### src/ethbfm_settings.svh
// Ethernet BFM settings
// Frame limits, echo timing, node MAC base, halt EtherType and
// the PHY identity words returned over MDIO
`ifndef ETHBFM_SETTINGS_SVH
`define ETHBFM_SETTINGS_SVH

// Largest buffered frame in bytes, longer ones are dropped
`define ETHBFM_MAX_FRAME   64
// Header only: dst MAC, src MAC, EtherType
`define ETHBFM_MIN_FRAME   14
// Idle clk cycles from end of reception to first echoed byte
`define ETHBFM_IFG         12

// MAC of node 0, node n answers to base + n
`define ETHBFM_MAC_BASE    48'h0200_5E10_0000
// EtherType that requests a simulation halt
`define ETHBFM_HALT_TYPE   16'h88B5

// Clause-22 identity and status words
`define ETHBFM_PHY_STATUS  16'h796D
`define ETHBFM_PHY_ID1     16'h0022
// Low nibble gets replaced by the node number
`define ETHBFM_PHY_ID2     16'h1620

`endif

### src/ethbfm_pkg.sv
// Ethernet BFM shared types
// GMII and RGMII beat structs, MDIO opcodes and the byte offsets
// of the header fields within a frame
`default_nettype none

package ethbfm_pkg;

  // ------------------------------------------------------------------
  // Interface beats
  // ------------------------------------------------------------------

  // One GMII beat on clk, 10 bits
  typedef struct packed {
    logic [7:0] data;
    logic       en;
    logic       er;
  } gmii_t;

  // One RGMII half-cycle on clkx2
  typedef struct packed {
    logic [3:0] d;
    logic       ctl;
  } rgmii_t;

  // Clause-22 opcode field
  typedef enum logic [1:0] {
    MDIO_OP_WRITE = 2'b01,
    MDIO_OP_READ  = 2'b10
  } mdio_op_e;

  // ------------------------------------------------------------------
  // Frame layout, no preamble, SFD or FCS
  // ------------------------------------------------------------------

  // Destination MAC starts the frame
  localparam int DST_OFS   = 0;
  // Source MAC follows
  localparam int SRC_OFS   = 6;
  // EtherType, big endian
  localparam int TYPE_OFS  = 12;
  // Bytes per MAC address
  localparam int MAC_BYTES = 6;

endpackage

`default_nettype wire

### src/phy_mdio_regs.sv
// Clause-22 MDIO PHY slave
// Bit-serial frame decoder with a small register file. Answers
// only at PHY address NODE mod 32 and drives mdio_out from the
// second turnaround bit of a read.
`timescale 1ns/1ps
`default_nettype none
`include "ethbfm_settings.svh"

module phy_mdio_regs
  import ethbfm_pkg::*;
#(
  parameter int NODE = 0
)
(
  input  logic mdioclk,
  input  logic rst,
  input  logic mdio_in,
  output logic mdio_out,
  output logic mdio_en
);

  localparam logic [4:0]  PHY_ADDR = 5'(NODE % 32);
  localparam logic [15:0] ID2_BASE = `ETHBFM_PHY_ID2;
  localparam logic [15:0] PHY_ID2  = {ID2_BASE[15:4], 4'(NODE)};

  typedef enum logic [2:0] {ST_PRE, ST_START, ST_HDR, ST_TA, ST_DATA} state_e;

  state_e      state;
  logic [5:0]  pre_cnt;
  logic [3:0]  bit_cnt;
  // Opcode, PHY address, register address
  logic [11:0] hdr;
  logic [15:0] data_sh;
  logic [15:0] regs [16];
  logic [15:0] rd_word;
  mdio_op_e    op;
  logic [4:0]  reg_ad;
  logic        addr_hit;
  logic        wr_ok;

  assign op       = mdio_op_e'(hdr[11:10]);
  assign addr_hit = (hdr[9:5] == PHY_ADDR);
  assign reg_ad   = hdr[4:0];

  // Reg 0 and scratch 4..15 writable
  assign wr_ok = (op == MDIO_OP_WRITE) && addr_hit && !reg_ad[4] &&
                 !(reg_ad[3:0] inside {4'd1, 4'd2, 4'd3});

  // ------------------------------------------------------------------
  // Read mux
  // ------------------------------------------------------------------

  always_comb
  begin
    if (reg_ad[4])
    begin
      rd_word = '0;
    end
    else
    begin
      case (reg_ad[3:0])
        4'd1:    rd_word = `ETHBFM_PHY_STATUS;
        4'd2:    rd_word = `ETHBFM_PHY_ID1;
        4'd3:    rd_word = PHY_ID2;
        default: rd_word = regs[reg_ad[3:0]];
      endcase
    end
  end

  // ------------------------------------------------------------------
  // Frame FSM
  // ------------------------------------------------------------------

  always_ff @(posedge mdioclk)
  begin
    if (rst)
    begin
      state    <= ST_PRE;
      pre_cnt  <= '0;
      bit_cnt  <= '0;
      mdio_en  <= 1'b0;
      mdio_out <= 1'b0;
    end
    else
    begin
      case (state)
        ST_PRE:
        begin
          // 32 ones then the 0 of the start pattern
          if (mdio_in)
          begin
            if (pre_cnt != 6'd32)
            begin
              pre_cnt <= pre_cnt + 1'b1;
            end
          end
          else if (pre_cnt == 6'd32)
          begin
            state <= ST_START;
          end
          else
          begin
            pre_cnt <= '0;
          end
        end
        ST_START:
        begin
          pre_cnt <= '0;
          bit_cnt <= '0;
          state   <= mdio_in ? ST_HDR : ST_PRE;
        end
        ST_HDR:
        begin
          bit_cnt <= bit_cnt + 1'b1;
          if (bit_cnt == 4'd11)
          begin
            bit_cnt <= '0;
            state   <= ST_TA;
          end
        end
        ST_TA:
        begin
          bit_cnt <= bit_cnt + 1'b1;
          if (bit_cnt == '0)
          begin
            // Slave takes the line for TA bit 2, driving zero
            mdio_en  <= (op == MDIO_OP_READ) && addr_hit;
            mdio_out <= 1'b0;
          end
          else
          begin
            bit_cnt  <= '0;
            state    <= ST_DATA;
            mdio_out <= mdio_en & data_sh[15];
          end
        end
        ST_DATA:
        begin
          bit_cnt  <= bit_cnt + 1'b1;
          mdio_out <= mdio_en & data_sh[15];
          if (bit_cnt == 4'd15)
          begin
            state    <= ST_PRE;
            mdio_en  <= 1'b0;
            mdio_out <= 1'b0;
          end
        end
        default:
        begin
          state <= ST_PRE;
        end
      endcase
    end
  end

  // ------------------------------------------------------------------
  // Shift registers and register file
  // ------------------------------------------------------------------

  // Read data shifts out MSB first, write data shifts in
  always_ff @(posedge mdioclk)
  begin
    if (state == ST_HDR)
    begin
      hdr <= {hdr[10:0], mdio_in};
    end
    if ((state == ST_TA) && (bit_cnt == '0))
    begin
      data_sh <= rd_word;
    end
    else if ((state == ST_TA) || (state == ST_DATA))
    begin
      data_sh <= {data_sh[14:0], mdio_in};
    end
  end

  always_ff @(posedge mdioclk)
  begin
    if (rst)
    begin
      for (int i = 0; i < 16; i++)
      begin
        regs[i] <= '0;
      end
    end
    else if ((state == ST_DATA) && (bit_cnt == 4'd15) && wr_ok)
    begin
      regs[reg_ad[3:0]] <= {data_sh[14:0], mdio_in};
    end
  end

endmodule

`default_nettype wire

### config.mk
export PLATFORM = sky130hd
export DESIGN_NAME = phy_mdio_regs
export DESIGN_NICKNAME = d
export VERILOG_FILES = /design/src/ethbfm_pkg.sv /design/src/phy_mdio_regs.sv
export VERILOG_INCLUDE_DIRS = /design/src
export SDC_FILE = /design/constraint.sdc
export NUM_CORES = 1
export LEC_CHECK = 0
export BUFFER_PORTS_ARGS = -buffer_cell sky130_fd_sc_hd__buf_2
export CORE_MARGIN = 4
export CORE_UTILIZATION = 30
export CTS_CLUSTER_SIZE = 10
export DETAILED_ROUTE_END_ITERATION = 12
export PLACE_DENSITY = 0.47
export SLEW_MARGIN = 5
export SYNTH_ARGS = -nofsm -noshare
export SYNTH_HDL_FRONTEND = slang
export SYNTH_SLANG_ARGS = --single-unit
### constraint.sdc
create_clock -name mdioclk -period 3.15 [get_ports mdioclk]
set_input_delay 0 -clock mdioclk [delete_from_list [all_inputs] [get_ports mdioclk]]
set_output_delay 0 -clock mdioclk [all_outputs]
set_load 0.05 [all_outputs]
==> parameters.txt <==
Parameter                              Value

STA
  Least setup slack across all paths after layout ... 516 ps
  Relative max-transition margin ... 0.288
  Final Hold Violating Endpoints ... 0
  Fmax ... 0.380 GHz
  Largest clock skew in the final design ... 24.7 ps
  Period Utilization, post-route ... 0.836
  Final Slew Violations ... 0
  Min cycle time layout ... 2630 ps
  Summed negative setup slack over all endpoints ... 0 ps
  Unrepaired setup endpoints after global routing ... no
  Setup violations, final ... 0
  Actual slew at the worst max-slew pin ... 1060 ps

Setup path
  Worst Path Arrival ... 2780 ps
  Required time at the worst-slack endpoint ... 3300 ps
  Crit Path Category ... reg2reg
  Start point of the critical path ... state[2]
  Largest fanout on the critical path ... 16
  Worst r2r src ... state[2]
  Sort of element at the end of the critical path ... flop
  Nature of the critical path startpoint ... flop
  Critical register-to-register path endpoint ... regs[13][11]
  Number of cell instances on the worst register-to-register path ... 5
  R2R setup slack ... 520 ps

Drt
  Post-DR vias/cell ... 4.62
  Routed len/inst ... 21.0 um
  Post-route DRC ... 0
  Total routed wirelength ... 32.5 mm
  Post-detailed-route count of antenna-violating nets ... 0
  Vias ... 7153
  Initial DRC count ... 623
  Total iterations of the first detailed-routing run ... 4

Power and ir drop
  Worst supply voltage drop on vdd ... 0.321 mV
  Power density normalized to cell area ... 546 mW/mm^2
  Leakage power of the design ... 5.64 nW

Floorplan
  Std-Cell Core Area ... 0.0445 mm^2
  Die Wd ... 221 um
  Std cell rows ... 77
  I/O pins ... 5
  Area of the die ... 0.0488 mm^2
  Starting utilization of the core area ... 0.306
  Vertical extent of the die ... 221 um

Global route
  GRT Util Overall ... 0.132
  Wire length of the first global-routing pass ... 49.3 mm
  Largest net degree at the start of global routing ... 53
  GRT Residual Overflow ... 0
  Number of antenna violations at the first check in global routing ... 0
  Via count of the first global-routing pass ... 7441

Yosys
  Sequential area share after synthesis ... 0.655
  Number of synthesized register bits ... 303
  Mean post-synth cell area ... 15.3 um^2
  Distinct cell type count after synthesis ... 59
  Top cell type by total area after synthesis ... edfxtp_1
  Area fraction of the dominant cell type after synthesis ... 0.627
  Warnings, synthesis ... 0
  Most common flop cell mapped by yosys ... edfxtp_1
  Leading post-synthesis cells by cell area ... edfxtp_1 63%, and2_1 9.5%, mux4_2 8.8%
  Synthesized cell area ... 0.0136 mm^2
  EDFF count, synth ... 284
  Cells after synthesis ... 887
  Async set-or-reset flop fraction in the synthesized netlist ... 0

Worst hold path
  Depth of the worst hold-timing path ... 0
  Min-delay worst type ... reg2reg
  Hold Crit Start ... hdr[8]
  Hold endpoint ... hdr[9]

CTS
  Clock tree from TritonCTS ... yes
  Number of gates given a new drive strength after cts ... 0
  Htree depth ... 2
  Number of buffers inserted to repair setup after CTS ... 0
  Number of clock buffers inserted by TritonCTS ... 37
  Hold buffer count at cts ... 2
  CTS Sinks ... 303
  Clock latency of the later-clocked register in the worst-skew pair ... 520 ps
  Buffer levels on the longest clock path ... 3
  Clock-pin slew on the worst setup and hold paths ... 50 ps
  CTS root buffer ... clkbuf_16

Finish
  Number of inserted diodes ... 0
  Synth-to-Final Area Change ... 13.9%
  Fin nets ... 946
  Post-route core utilization ... 0.348
  Filler Cell Count ... 4309
  Proportion of layout cells with a drive suffix above 1 ... 0.170
  Register area ... 0.00891 mm^2
  Area of combinational cells with multiple inputs ... 0.00454 mm^2

Placed design
  Placed wire-length estimate ... 20.5 mm
  Setup WS pre-CTS ... 504 ps
  Count of buffers inserted at the top-level ports ... 4
  Last weighted congestion value of the routability-driven placer ... 0.794

Status
  Status ... complete, no violations

Job
  Max-cap check violation count ... 0
==> flip-flops by register name, indices dropped and copies added (netlist names), named ones only <==
signal    flops
mdio_out      1
pre_cnt       6
hdr          12
regs        256
bit_cnt       4
data_sh      16
mdio_en       1
state         3
==> kinds of logic (layout without fill, tap and decap cells) <==
kind of cell	after synthesis	after routing	share of synthesized area
AOI/OAI and AO/OA	60	60	0.0324
muxes	101	101	0.123
xor gates and xnor gates	5	5	0.00322
buffers and inverters	73	94	0.0243
other	1	48	0.000276
adders and majority gates	4	4	0.00368
and+or+nand+nor	340	340	0.158
DFF	303	303	0.655
==> synthesized netlist by cell type, drive strengths merged (2+ instances only) <==
cell type,count
a2111o,8
a211oi,2
a21boi,2
a21o,3
a21oi,12
a22o,2
a22oi,13
a311oi,3
a31oi,3
and2,211
and4,4
buf,21
clkbuf,44
dfxtp,19
edfxtp,284
ha,4
inv,8
mux2,2
mux2i,46
mux4,53
nand2,24
nand2b,4
nand3,12
nand3b,3
nand4,3
nor2,35
nor2b,2
nor3,10
nor3b,6
nor4b,4
o21ai,5
o22ai,3
or2,15
xor2,4
==> how the worst max path moves through the flow <==
stage / endpoint / slack [ps] / cells past startpoint
after floorplan: regs[4][0] / 830 / 6
after global placement: regs[0][7] / 540 / 5
after detailed placement: regs[13][4] / 500 / 5
after CTS: regs[13][4] / 490 / 5
after global routing: regs[12][8] / 380 / 5
final: regs[13][11] / 520 / 5
==> worst max-delay path, cell delays in order, from the launching register on <==
cell     delay [ps]
dfxtp_1         480
or3b_4          460
or2_4           280
nor3_2          340
and4_1          280
or2_2           420
==> stage by stage <==
stage          total power [mW]  hold slack [ps]  cell area, um^2  instances
2_1_floorplan              4.77             98.9            13800        934
3_3_place_gp               4.86              431            14500       1490
3_5_place_dp               4.86              436            14500       1490
4_1_cts                    8.59              450            15500       1547
5_1_grt                    8.78              458            15500       1547
6_report                   8.47              451            15500       1547
==> layout by cell type (no fill, tap or decap), types with 11 or more instances in the layout <==
cell type / netlist / final
and2_1: 206 / 206
a22oi_1: 13 / 13
conb_1: 1 / 48
nor2_1: 35 / 35
buf_4: 4 / 22
nand2_1: 24 / 24
mux2i_1: 46 / 46
or2_2: 14 / 14
edfxtp_1: 284 / 284
a21oi_1: 12 / 12
clkbuf_16: 0 / 37
clkbuf_1: 41 / 11
mux4_2: 53 / 53
dfxtp_1: 19 / 16
nand3_1: 12 / 12
==> final cells by class <==
type	instances	share of cell area
multi-input cells	558	0.293
clock buffers	48	0.0624
clock inverters	7	0.00234
well taps	592	0.0478
inverters	8	0.00194
flip-flops and latches	303	0.575
repair buffers	31	0.0171
==> where the power goes <==
part | total (mW) | switching (mW) | internal [mW]
Combinational | 0.198 | 0.131 | 0.0671
Clock | 3.70 | 1.56 | 2.13
Sequential | 4.57 | 0.0384 | 4.53
==> per-layer routing <==
| layer | routed length (um) | global-route usage | vias up |
|---|---|---|---|
| met5 | 0 | 0 | - |
| met4 | 570 | 0.0300 | 0 |
| met3 | 1170 | 0.0182 | 45 |
| met2 | 15100 | 0.212 | 133 |
| met1 | 15600 | 0.192 | 3621 |
| li1 | - | - | 3354 |
(Power assumes the default switching activity.)
